===== config.mk =====
export PLATFORM = sky130hd
export DESIGN_NAME = axi_stream_ctrl
export DESIGN_NICKNAME = d
export VERILOG_FILES = /design/src/hw/axi_bus_pkg.sv /design/src/hw/slv_map_pkg.sv /design/src/hw/axi_skid_buf.sv /design/src/hw/axi_wr_path.sv /design/src/hw/axi_rd_path.sv /design/src/hw/conf_reg_file.sv /design/src/hw/stream_fifo.sv /design/src/hw/axi_stream_ctrl.sv
export SDC_FILE = /design/constraint.sdc
export NUM_CORES = 1
export LEC_CHECK = 0
export BUFFER_PORTS_ARGS = -buffer_cell sky130_fd_sc_hd__buf_2
export CORE_ASPECT_RATIO = 2
export CORE_MARGIN = 3
export CORE_UTILIZATION = 40
export CTS_CLUSTER_SIZE = 8
export DETAILED_ROUTE_END_ITERATION = 12
export PLACE_DENSITY = 0.61
export SLEW_MARGIN = 30
export SYNTH_ARGS = -nofsm -noshare
export SYNTH_HDL_FRONTEND = slang
export SYNTH_SLANG_ARGS = --single-unit

===== constraint.sdc =====
create_clock -name clk -period 3.2 [get_ports clk]
set_input_delay 0.32 -clock clk [delete_from_list [all_inputs] [get_ports clk]]
set_output_delay 0.32 -clock clk [all_outputs]
set_load 0.02 [all_outputs]

===== src/hw/axi_bus_pkg.sv =====
/* AXI widths and response codes shared by the slave controller.
   Imported by the write path, the read path, the FIFO and the top level */
package axi_bus_pkg;

    localparam int DATA_W = 8;              // One byte per beat
    localparam int ADDR_W = 32;
    localparam int ID_W   = 5;              // Master transaction ID
    localparam int LEN_W  = 8;              // Burst carries len+1 beats

    // Only the two codes this slave ever returns
    typedef enum logic [1:0] {
        RESP_OKAY   = 2'b00,
        RESP_DECERR = 2'b11                 // Start address outside the map
    } resp_e;

endpackage


===== src/hw/slv_map_pkg.sv =====
/* Memory map of the slave: region bases and the start-address decode.
   The write and read burst engines call map_region on each new request */
package slv_map_pkg;
    import axi_bus_pkg::*;

    localparam logic [ADDR_W-1:0] CONF_BASE  = 32'h2000_0000;  // Byte registers
    localparam logic [ADDR_W-1:0] WR_ST_BASE = 32'h2100_0000;  // Single stream address

    typedef enum logic [1:0] {
        REGION_CONF,
        REGION_WR_ST,
        REGION_NONE
    } region_e;

    // Region of a burst, judged by its start address only
    function automatic region_e map_region(input logic [ADDR_W-1:0] addr,
                                           input int unsigned reg_num);
        region_e region;
        region = REGION_NONE;
        if ((addr >= CONF_BASE) && ((addr - CONF_BASE) < reg_num)) begin
            region = REGION_CONF;
        end else if (addr == WR_ST_BASE) begin
            region = REGION_WR_ST;
        end
        return region;
    endfunction

endpackage


===== src/hw/axi_skid_buf.sv =====
`timescale 1ns/10ps
/* Two-entry valid/ready buffer placed on every AXI channel.
   Ready comes from flops only, so no combinational path crosses it */
module axi_skid_buf #(
    parameter int WIDTH = 8
) (
    input  logic             clk,
    input  logic             rst_n,
    input  logic [WIDTH-1:0] in_data_i,
    input  logic             in_valid_i,
    output logic             in_ready_o,
    output logic [WIDTH-1:0] out_data_o,
    output logic             out_valid_o,
    input  logic             out_ready_i
);
    logic [WIDTH-1:0] mem [0:1];    // Two slots, used as a tiny ring
    logic             wr_ptr;
    logic             rd_ptr;
    logic [1:0]       cnt;          // 0, 1 or 2 items held
    logic             push;
    logic             pop;

    assign in_ready_o  = (cnt != 2'd2);    // Drops only when both slots hold data
    assign out_valid_o = (cnt != 2'd0);
    assign out_data_o  = mem[rd_ptr];      // Oldest item

    assign push = in_valid_i & in_ready_o;
    assign pop  = out_valid_o & out_ready_i;

    always_ff @(posedge clk or negedge rst_n) begin
        if (!rst_n) begin
            wr_ptr <= 1'b0;
            rd_ptr <= 1'b0;
            cnt    <= 2'd0;
        end else begin
            if (push) wr_ptr <= ~wr_ptr;
            if (pop)  rd_ptr <= ~rd_ptr;
            // Simultaneous push and pop keep the level, full rate
            case ({push, pop})
                2'b10:   cnt <= cnt + 2'd1;
                2'b01:   cnt <= cnt - 2'd1;
                default: cnt <= cnt;
            endcase
        end
    end

    // Slot storage
    always_ff @(posedge clk) begin
        if (push) begin
            mem[wr_ptr] <= in_data_i;
        end
    end

endmodule


===== src/hw/axi_wr_path.sv =====
`timescale 1ns/10ps
/* Write burst engine. Takes one AW, steers each W beat to a register or the
   stream FIFO, then holds the B response until the B buffer accepts it */
module axi_wr_path
    import axi_bus_pkg::*;
    import slv_map_pkg::*;
#(
    parameter int CONF_REG_NUM = 13
) (
    input  logic                            clk,
    input  logic                            rst_n,
    // AW channel
    input  logic [ID_W-1:0]                 aw_id_i,
    input  logic [ADDR_W-1:0]               aw_addr_i,
    input  logic                            aw_valid_i,
    output logic                            aw_ready_o,
    // W channel
    input  logic [DATA_W-1:0]               w_data_i,
    input  logic                            w_last_i,
    input  logic                            w_valid_i,
    output logic                            w_ready_o,
    // B channel
    output logic [ID_W-1:0]                 b_id_o,
    output resp_e                           b_resp_o,
    output logic                            b_valid_o,
    input  logic                            b_ready_i,
    // Register file write port
    output logic                            reg_we_o,
    output logic [$clog2(CONF_REG_NUM)-1:0] reg_idx_o,
    output logic [DATA_W-1:0]               reg_wdata_o,
    // Stream FIFO push side
    output logic                            fifo_push_o,
    input  logic                            fifo_ready_i
);
    localparam int IDX_W = $clog2(CONF_REG_NUM);

    typedef enum logic [1:0] {
        WR_IDLE,
        WR_BURST,
        WR_RESP
    } wr_state_e;

    wr_state_e        state_q;
    region_e          region_q;     // Region of the burst start
    logic [LEN_W-1:0] beat_q;
    logic [ID_W-1:0]  id_q;
    logic [IDX_W-1:0] offset_q;     // First register of the burst
    logic [LEN_W:0]   cur_idx;      // One bit wider, catches overrun
    logic             idx_hit;
    logic             aw_fire;
    logic             w_fire;

    assign aw_ready_o = (state_q == WR_IDLE);    // Next AW only once B is gone
    assign aw_fire    = aw_valid_i & aw_ready_o;

    // Stream beats wait for FIFO room, other regions never stall
    assign w_ready_o = (state_q == WR_BURST) & ((region_q != REGION_WR_ST) | fifo_ready_i);
    assign w_fire    = w_valid_i & w_ready_o;

    assign cur_idx = offset_q + beat_q;
    assign idx_hit = (cur_idx < CONF_REG_NUM);   // Beats past the last register are dropped

    assign reg_we_o    = w_fire & (region_q == REGION_CONF) & idx_hit;
    assign reg_idx_o   = cur_idx[IDX_W-1:0];
    assign reg_wdata_o = w_data_i;
    assign fifo_push_o = (state_q == WR_BURST) & (region_q == REGION_WR_ST) & w_valid_i;

    assign b_valid_o = (state_q == WR_RESP);
    assign b_id_o    = id_q;
    assign b_resp_o  = (region_q == REGION_NONE) ? RESP_DECERR : RESP_OKAY;

    always_ff @(posedge clk or negedge rst_n) begin
        if (!rst_n) begin
            state_q  <= WR_IDLE;
            region_q <= REGION_NONE;
            beat_q   <= '0;
        end else begin
            case (state_q)
                WR_IDLE: if (aw_fire) begin
                    region_q <= map_region(aw_addr_i, CONF_REG_NUM);
                    beat_q   <= '0;
                    state_q  <= WR_BURST;
                end
                WR_BURST: if (w_fire) begin
                    beat_q <= beat_q + 1'b1;
                    if (w_last_i) state_q <= WR_RESP;  // Burst end from the W flag
                end
                WR_RESP: if (b_ready_i) begin
                    state_q <= WR_IDLE;
                end
                default: state_q <= WR_IDLE;
            endcase
        end
    end

    // Request fields, only meaningful after an AW
    always_ff @(posedge clk) begin
        if (aw_fire) begin
            id_q     <= aw_id_i;
            offset_q <= IDX_W'(aw_addr_i - CONF_BASE);
        end
    end

endmodule


===== src/hw/axi_rd_path.sv =====
`timescale 1ns/10ps
/* Read burst engine. Takes one AR and returns len+1 R beats, each a register
   byte, the stream FIFO level, or zero for an unmapped start */
module axi_rd_path
    import axi_bus_pkg::*;
    import slv_map_pkg::*;
#(
    parameter int CONF_REG_NUM = 13
) (
    input  logic                            clk,
    input  logic                            rst_n,
    // AR channel
    input  logic [ID_W-1:0]                 ar_id_i,
    input  logic [ADDR_W-1:0]               ar_addr_i,
    input  logic [LEN_W-1:0]                ar_len_i,
    input  logic                            ar_valid_i,
    output logic                            ar_ready_o,
    // R channel
    output logic [ID_W-1:0]                 r_id_o,
    output logic [DATA_W-1:0]               r_data_o,
    output resp_e                           r_resp_o,
    output logic                            r_last_o,
    output logic                            r_valid_o,
    input  logic                            r_ready_i,
    // Register file read port
    output logic [$clog2(CONF_REG_NUM)-1:0] reg_idx_o,
    input  logic [DATA_W-1:0]               reg_rdata_i,
    // Stream FIFO level
    input  logic [DATA_W-1:0]               fifo_count_i
);
    localparam int IDX_W = $clog2(CONF_REG_NUM);

    typedef enum logic {
        RD_IDLE,
        RD_BURST
    } rd_state_e;

    rd_state_e        state_q;
    region_e          region_q;
    logic [LEN_W-1:0] beat_q;
    logic [LEN_W-1:0] len_q;
    logic [ID_W-1:0]  id_q;
    logic [IDX_W-1:0] offset_q;
    logic [LEN_W:0]   cur_idx;
    logic             idx_hit;
    logic             ar_fire;
    logic             r_fire;

    assign ar_ready_o = (state_q == RD_IDLE);
    assign ar_fire    = ar_valid_i & ar_ready_o;

    assign r_valid_o = (state_q == RD_BURST);    // One beat per cycle while R buffer has room
    assign r_fire    = r_valid_o & r_ready_i;
    assign r_id_o    = id_q;
    assign r_last_o  = (beat_q == len_q);
    assign r_resp_o  = (region_q == REGION_NONE) ? RESP_DECERR : RESP_OKAY;

    assign cur_idx   = offset_q + beat_q;
    assign idx_hit   = (cur_idx < CONF_REG_NUM);
    assign reg_idx_o = cur_idx[IDX_W-1:0];

    always_comb begin
        case (region_q)
            REGION_CONF:  r_data_o = idx_hit ? reg_rdata_i : '0;  // Zero past last reg
            REGION_WR_ST: r_data_o = fifo_count_i;                // Live FIFO level
            default:      r_data_o = '0;
        endcase
    end

    always_ff @(posedge clk or negedge rst_n) begin
        if (!rst_n) begin
            state_q  <= RD_IDLE;
            region_q <= REGION_NONE;
            beat_q   <= '0;
        end else if (state_q == RD_IDLE) begin
            if (ar_fire) begin
                region_q <= map_region(ar_addr_i, CONF_REG_NUM);
                beat_q   <= '0;
                state_q  <= RD_BURST;
            end
        end else if (r_fire) begin
            beat_q <= beat_q + 1'b1;
            if (r_last_o) state_q <= RD_IDLE;    // AR taken again after beat len
        end
    end

    // Request fields
    always_ff @(posedge clk) begin
        if (ar_fire) begin
            id_q     <= ar_id_i;
            len_q    <= ar_len_i;
            offset_q <= IDX_W'(ar_addr_i - CONF_BASE);
        end
    end

endmodule


===== src/hw/conf_reg_file.sv =====
`timescale 1ns/10ps
/* Byte-wide configuration registers. One write port, one combinational read
   port, and all registers driven out flat with register 0 in the low byte */
module conf_reg_file
    import axi_bus_pkg::*;
#(
    parameter int CONF_REG_NUM = 13
) (
    input  logic                            clk,
    input  logic                            rst_n,
    input  logic                            we_i,
    input  logic [$clog2(CONF_REG_NUM)-1:0] wr_idx_i,
    input  logic [DATA_W-1:0]               wr_data_i,
    input  logic [$clog2(CONF_REG_NUM)-1:0] rd_idx_i,
    output logic [DATA_W-1:0]               rd_data_o,
    output logic [DATA_W*CONF_REG_NUM-1:0]  conf_reg_o
);
    logic [DATA_W-1:0] regs [0:CONF_REG_NUM-1];

    // Unused codes above the last register read as zero
    assign rd_data_o = (rd_idx_i < CONF_REG_NUM) ? regs[rd_idx_i] : '0;

    for (genvar i = 0; i < CONF_REG_NUM; i++) begin : g_reg
        assign conf_reg_o[i*DATA_W +: DATA_W] = regs[i];

        always_ff @(posedge clk or negedge rst_n) begin
            if (!rst_n) begin
                regs[i] <= '0;    // Chip sees all-zero config after reset
            end else if (we_i && (wr_idx_i == i)) begin
                regs[i] <= wr_data_i;
            end
        end
    end

endmodule


===== src/hw/stream_fifo.sv =====
`timescale 1ns/10ps
/* Write-stream FIFO. The write path pushes W beats in, the chip pops them
   through the stream port, and the level is readable over AXI */
module stream_fifo
    import axi_bus_pkg::*;
#(
    parameter int FIFO_DEPTH = 4
) (
    input  logic              clk,
    input  logic              rst_n,
    input  logic              push_i,
    output logic              push_ready_o,
    input  logic [DATA_W-1:0] push_data_i,
    output logic [DATA_W-1:0] pop_data_o,
    output logic              pop_valid_o,
    input  logic              pop_ready_i,
    output logic [DATA_W-1:0] count_o
);
    localparam int PTR_W = (FIFO_DEPTH > 1) ? $clog2(FIFO_DEPTH) : 1;
    localparam int CNT_W = $clog2(FIFO_DEPTH + 1);    // Holds 0 to FIFO_DEPTH

    logic [DATA_W-1:0] mem [0:FIFO_DEPTH-1];
    logic [PTR_W-1:0]  wr_ptr;
    logic [PTR_W-1:0]  rd_ptr;
    logic [CNT_W-1:0]  cnt;
    logic              do_push;
    logic              do_pop;

    assign push_ready_o = (cnt != FIFO_DEPTH);    // Refuse when full
    assign pop_valid_o  = (cnt != 0);
    assign pop_data_o   = mem[rd_ptr];            // Oldest entry
    assign count_o      = DATA_W'(cnt);

    assign do_push = push_i & push_ready_o;
    assign do_pop  = pop_valid_o & pop_ready_i;

    always_ff @(posedge clk or negedge rst_n) begin
        if (!rst_n) begin
            wr_ptr <= '0;
            rd_ptr <= '0;
            cnt    <= '0;
        end else begin
            // Pointers wrap at the depth, not at a power of two
            if (do_push) wr_ptr <= (wr_ptr == FIFO_DEPTH - 1) ? '0 : wr_ptr + 1'b1;
            if (do_pop)  rd_ptr <= (rd_ptr == FIFO_DEPTH - 1) ? '0 : rd_ptr + 1'b1;
            if (do_push && !do_pop)      cnt <= cnt + 1'b1;
            else if (do_pop && !do_push) cnt <= cnt - 1'b1;
        end
    end

    always_ff @(posedge clk) begin
        if (do_push) begin
            mem[wr_ptr] <= push_data_i;
        end
    end

endmodule


===== src/hw/axi_stream_ctrl.sv =====
`timescale 1ns/10ps
/* AXI4 slave with byte config registers and one write-stream FIFO.
   Every AXI channel passes through a skid buffer before the burst engines */
module axi_stream_ctrl
    import axi_bus_pkg::*;
#(
    parameter int CONF_REG_NUM = 13,
    parameter int FIFO_DEPTH   = 4
) (
    input  logic                           clk,
    input  logic                           rst_n,
    // AW
    input  logic [ID_W-1:0]                m_awid_i,
    input  logic [ADDR_W-1:0]              m_awaddr_i,
    input  logic                           m_awvalid_i,
    output logic                           m_awready_o,
    // W
    input  logic [DATA_W-1:0]              m_wdata_i,
    input  logic                           m_wlast_i,
    input  logic                           m_wvalid_i,
    output logic                           m_wready_o,
    // B
    output logic [ID_W-1:0]                m_bid_o,
    output logic [1:0]                     m_bresp_o,
    output logic                           m_bvalid_o,
    input  logic                           m_bready_i,
    // AR
    input  logic [ID_W-1:0]                m_arid_i,
    input  logic [ADDR_W-1:0]              m_araddr_i,
    input  logic [LEN_W-1:0]               m_arlen_i,
    input  logic                           m_arvalid_i,
    output logic                           m_arready_o,
    // R
    output logic [ID_W-1:0]                m_rid_o,
    output logic [DATA_W-1:0]              m_rdata_o,
    output logic [1:0]                     m_rresp_o,
    output logic                           m_rlast_o,
    output logic                           m_rvalid_o,
    input  logic                           m_rready_i,
    // To the rest of the chip
    output logic [DATA_W*CONF_REG_NUM-1:0] conf_reg_o,
    output logic [DATA_W-1:0]              wr_st_data_o,
    output logic                           wr_st_valid_o,
    input  logic                           wr_st_ready_i
);
    localparam int IDX_W = $clog2(CONF_REG_NUM);

    // Core side of the buffers
    logic [ID_W-1:0]   aw_id;
    logic [ADDR_W-1:0] aw_addr;
    logic              aw_valid, aw_ready;
    logic [DATA_W-1:0] w_data;
    logic              w_last, w_valid, w_ready;
    logic [ID_W-1:0]   b_id;
    resp_e             b_resp;
    logic              b_valid, b_ready;
    logic [ID_W-1:0]   ar_id;
    logic [ADDR_W-1:0] ar_addr;
    logic [LEN_W-1:0]  ar_len;
    logic              ar_valid, ar_ready;
    logic [ID_W-1:0]   r_id;
    logic [DATA_W-1:0] r_data;
    resp_e             r_resp;
    logic              r_last, r_valid, r_ready;
    // Register file and FIFO hookup
    logic              reg_we;
    logic [IDX_W-1:0]  reg_wr_idx, reg_rd_idx;
    logic [DATA_W-1:0] reg_wdata, reg_rdata;
    logic              fifo_push, fifo_ready;
    logic [DATA_W-1:0] fifo_count;

    axi_skid_buf #(.WIDTH(ID_W + ADDR_W)) aw_buf (
        .clk(clk), .rst_n(rst_n),
        .in_data_i({m_awid_i, m_awaddr_i}), .in_valid_i(m_awvalid_i), .in_ready_o(m_awready_o),
        .out_data_o({aw_id, aw_addr}), .out_valid_o(aw_valid), .out_ready_i(aw_ready)
    );

    axi_skid_buf #(.WIDTH(DATA_W + 1)) w_buf (
        .clk(clk), .rst_n(rst_n),
        .in_data_i({m_wdata_i, m_wlast_i}), .in_valid_i(m_wvalid_i), .in_ready_o(m_wready_o),
        .out_data_o({w_data, w_last}), .out_valid_o(w_valid), .out_ready_i(w_ready)
    );

    axi_skid_buf #(.WIDTH(ID_W + 2)) b_buf (
        .clk(clk), .rst_n(rst_n),
        .in_data_i({b_id, b_resp}), .in_valid_i(b_valid), .in_ready_o(b_ready),
        .out_data_o({m_bid_o, m_bresp_o}), .out_valid_o(m_bvalid_o), .out_ready_i(m_bready_i)
    );

    axi_skid_buf #(.WIDTH(ID_W + LEN_W + ADDR_W)) ar_buf (
        .clk(clk), .rst_n(rst_n),
        .in_data_i({m_arid_i, m_arlen_i, m_araddr_i}), .in_valid_i(m_arvalid_i),
        .in_ready_o(m_arready_o),
        .out_data_o({ar_id, ar_len, ar_addr}), .out_valid_o(ar_valid), .out_ready_i(ar_ready)
    );

    // Payload order id, data, resp, last
    axi_skid_buf #(.WIDTH(ID_W + DATA_W + 3)) r_buf (
        .clk(clk), .rst_n(rst_n),
        .in_data_i({r_id, r_data, r_resp, r_last}), .in_valid_i(r_valid), .in_ready_o(r_ready),
        .out_data_o({m_rid_o, m_rdata_o, m_rresp_o, m_rlast_o}), .out_valid_o(m_rvalid_o),
        .out_ready_i(m_rready_i)
    );

    axi_wr_path #(.CONF_REG_NUM(CONF_REG_NUM)) i_wr_path (
        .clk(clk), .rst_n(rst_n),
        .aw_id_i(aw_id), .aw_addr_i(aw_addr), .aw_valid_i(aw_valid), .aw_ready_o(aw_ready),
        .w_data_i(w_data), .w_last_i(w_last), .w_valid_i(w_valid), .w_ready_o(w_ready),
        .b_id_o(b_id), .b_resp_o(b_resp), .b_valid_o(b_valid), .b_ready_i(b_ready),
        .reg_we_o(reg_we), .reg_idx_o(reg_wr_idx), .reg_wdata_o(reg_wdata),
        .fifo_push_o(fifo_push), .fifo_ready_i(fifo_ready)
    );

    axi_rd_path #(.CONF_REG_NUM(CONF_REG_NUM)) i_rd_path (
        .clk(clk), .rst_n(rst_n),
        .ar_id_i(ar_id), .ar_addr_i(ar_addr), .ar_len_i(ar_len),
        .ar_valid_i(ar_valid), .ar_ready_o(ar_ready),
        .r_id_o(r_id), .r_data_o(r_data), .r_resp_o(r_resp), .r_last_o(r_last),
        .r_valid_o(r_valid), .r_ready_i(r_ready),
        .reg_idx_o(reg_rd_idx), .reg_rdata_i(reg_rdata), .fifo_count_i(fifo_count)
    );

    conf_reg_file #(.CONF_REG_NUM(CONF_REG_NUM)) i_conf_regs (
        .clk(clk), .rst_n(rst_n),
        .we_i(reg_we), .wr_idx_i(reg_wr_idx), .wr_data_i(reg_wdata),
        .rd_idx_i(reg_rd_idx), .rd_data_o(reg_rdata), .conf_reg_o(conf_reg_o)
    );

    // W beat data goes straight in, the write path only gates the push
    stream_fifo #(.FIFO_DEPTH(FIFO_DEPTH)) i_wr_st_fifo (
        .clk(clk), .rst_n(rst_n),
        .push_i(fifo_push), .push_ready_o(fifo_ready), .push_data_i(w_data),
        .pop_data_o(wr_st_data_o), .pop_valid_o(wr_st_valid_o), .pop_ready_i(wr_st_ready_i),
        .count_o(fifo_count)
    );

endmodule


==> impl_metrics.ini <==
[cts]
post_cts_buffers = 0
hold_buffers = 92
clk_latency_ps = 590
cts_sinks = 436
clock-root-buffer = clkbuf_16
cts_tree = yes
clkTransAtPathRegs_ps = 50
clk_path_buf_depth = 3
cts_max_level = 2
post_cts_resized = 0
cts_buffers = 60

[floorplanning]
start_util_pct = 40.7
die_area_mm2 = 0.0473
dieWidth_um = 155
die_h_um = 305
ios = 240
rows = 108
core_area_mm2 = 0.0438

[critical_path]
cpPeakStageDelay_ps = 650
critPathArrivalTime_ps = 3480
r2r-end = i_conf_regs.conf_reg_o[74]$_DFFE_PN0P_
slowest_stage = nor4_4
path_max_fanout = 8
crit_path_end_kind = flip-flop
cp-start-kind = flip-flop
critPathLaunch = i_wr_path.beat_q[0]$_DFFE_PN0P_
crit_required_ps = 3660
r2r_start = i_wr_path.beat_q[0]$_DFFE_PN0P_
path_cells = ha_1 > fa_1 > nor4_1 > nand3_1 > nor4_4 > mux2_2
reg2reg_depth = 6
reg2reg_slack_ps = 180
crit_type = reg -> reg

[route]
routedLengthMet1_mm = 15.4
wl_met3_mm = 2.59
dr_wl_met2_mm = 24.0
viasPerCell = 5.17
drc = 0
postRouteAntennaNets = 0
wl_per_cell_um = 21.6
dr.pass1.iters = 5
drtIter0Drc = 410
top_layer_used = met5
finalWirelength_mm = 44.1
via_count = 10600

[pwr]
p_sw_w = 0.00606
combPwrFrac_pct = 26.9
p_clk_share_pct = 30.4
p_int_w = 0.0130
netSwitchingFraction_pct = 31.9
power-per-cell-area_mw_per_mm2 = 843
p_seq_share_pct = 42.7
p_leak_nw = 9.20
ir_drop_uv = 576

[logic_synthesis]
synth.cell_area_mm2 = 0.0178
yosys.area.top_type = edfxtp_1
synthArstFlopShare_pct = 35.3
synth-main-ff-cell = edfxtp_1
synth_area_leaders = edfxtp_1 47%, dfrtp_1 21%, mux2_2 9.5%
synth_edf_count = 282
yosysMostFrequentCell = edfxtp_1
yosysUniqueCellTypes = 73
syn_nets = 1173
ys_top_cells_by_count = 282 x edfxtp_1, 152 x dfrtp_1, 151 x mux2_2
yosys_warnings = 0
synth_top_area_share_pct = 47.5
netlist_instances = 1048
ys_ff_latch = 436
syn_area_per_cell_um2 = 17.0
synth_seq_area_share_pct = 69.1

[timing]
fin_crit_ps = 3020
setup-violations-final = 0
max_freq_mhz = 331
slew_viol_final = 0
finalHoldViolations = 0
rsz0062_at_grt = no
finalSetupTns_ps = 0
worst_slew_pin_slew_ps = 929
relSlewSlack_pct = 38.0
clock_skew_ps = 23.4
period_share_pct = 94.4

[global_route]
grt_pass1_wl_mm = 67.6
grt_antenna_before_repair = 3
grt_overflow = 0
grtUsageTotal_pct = 18.6
grt_max_degree = 79
grt_pass1_vias = 11400

[place]
port_buffers = 239
postPlaceCellArea_mm2 = 0.0199
gp_congestion = 0.836
dp_hpwl_mm = 31.3

[cells_and_area]
area_growth_pct = 26.5
nets = 1568
postLayoutCellArea_mm2 = 0.0226
nFillCells = 3631
layout-drive-gt1-share_pct = 38.2

[outcome]
run_status = complete, no violations

[hold_path]
min_path_type = in -> reg
hold_start = m_wvalid_i
worstHoldPathCells = 3
hold_end = w_buf.wr_ptr$_DFFE_PN0P_

[run]
maxCapViolations = 0
## how the worst max path moves through the flow
stage,end,slack [ps],cells after the start
after floorplan,ar_buf.mem[0][0]$_DFFE_PP_,30,3
after global placement,i_conf_regs.conf_reg_o[97]$_DFFE_PN0P_,180,8
after detailed placement,i_conf_regs.conf_reg_o[77]$_DFFE_PN0P_,170,6
after CTS,i_conf_regs.conf_reg_o[77]$_DFFE_PN0P_,130,6
after global routing,i_conf_regs.conf_reg_o[77]$_DFFE_PN0P_,10,6
final,i_conf_regs.conf_reg_o[74]$_DFFE_PN0P_,180,6
## state kept, by name, summed over array words and instances, names as in the netlist, 3 cells and up
register	flops
i_rd_path.r_id_o	5
i_wr_st_fifo.cnt	3
i_wr_st_fifo.mem	32
i_rd_path.offset_q	4
aw_buf.mem	74
i_wr_path.beat_q	8
r_buf.mem	30
b_buf.mem	12
i_wr_path.offset_q	4
i_wr_path.b_id_o	5
i_conf_regs.conf_reg_o	104
i_rd_path.beat_q	8
ar_buf.mem	90
w_buf.mem	18
i_rd_path.len_q	8
## critical path: cells and delay by family, from the launching register on
family,cells,cell delay (ps)
adder cells (fa/ha/maj),2,780
flip-flops,1,420
multiplexers,1,400
AND/OR/NAND/NOR,3,1290
## kinds of logic after synthesis
family                   synth area share [%]
AND/OR/NAND/NOR                          6.90
buffers and inverters                    1.54
XOR/XNOR                                 2.69
AO/OA/AOI/OAI                            2.60
adder cells (fa/ha/maj)                  1.95
multiplexers                             15.2
flip-flops                               69.1
## metrics by stage
stage	util, %	setup slack, ps	power, W	hold WS [ps]	cells
detailed placement	45.5	167	0.0133	430	1839
floorplan	-	28.7	0.0115	24.4	1048
CTS	51.5	131	0.0193	25.5	2040
global route	51.5	14.8	0.0200	79.4	2042
global placement	45.5	185	0.0132	421	1839
finish	51.5	179	0.0190	69.5	2042
## layer usage
| layer | global-route usage, % | up-vias |
|---|---|---|
| li1 | - | 4820 |
| met1 | 20.1 | 5300 |
| met2 | 34.2 | 333 |
| met3 | 4.20 | 98 |
| met4 | 8.36 | 2 |
| met5 | 0 | - |
## area by class of cell
class                      count  area (um2)  share of cell area [%]
clock buffer                 105        1670                    7.40
clock inverter                 4        50.0                   0.222
timing repair buffer         376        2490                    11.0
tap                          550         688                    3.05
sequential                   436       12300                    54.6
antenna                        2        5.00                  0.0222
multi-input combinational    550        5270                    23.4
inverter                      19        71.3                   0.316
## cells in the final DEF (no fill, tap or decap), types with 8 or more instances in the layout
cell type	Yosys	layout
o21ai_0	8	8
nand3_1	19	19
dlygate4sd3_1	0	92
and2_1	14	14
mux2i_1	11	10
mux2_4	8	8
inv_1	17	17
nor2_1	42	40
xnor2_1	39	39
clkbuf_1	28	45
mux2_2	151	151
mux4_2	35	35
xor2_1	14	14
nand4_1	9	9
nor4_1	25	25
dfrtp_1	152	152
buf_2	6	238
clkbuf_16	0	60
buf_4	4	43
a21oi_1	9	9
nand2_1	31	31
nand2b_1	9	9
edfxtp_1	282	282
ha_1	23	23
## power by group through the flow
stage	clock network (W)	registers (W)	logic (W)
finish	0.00578	0.00811	0.00512
global route	0.00617	0.00823	0.00559
CTS	0.00592	0.00812	0.00522
detailed placement	0	0.00822	0.00510
global placement	0	0.00816	0.00503
floorplan	0	0.00812	0.00337
No activity file was read; power rests on OpenSTA's default activity.
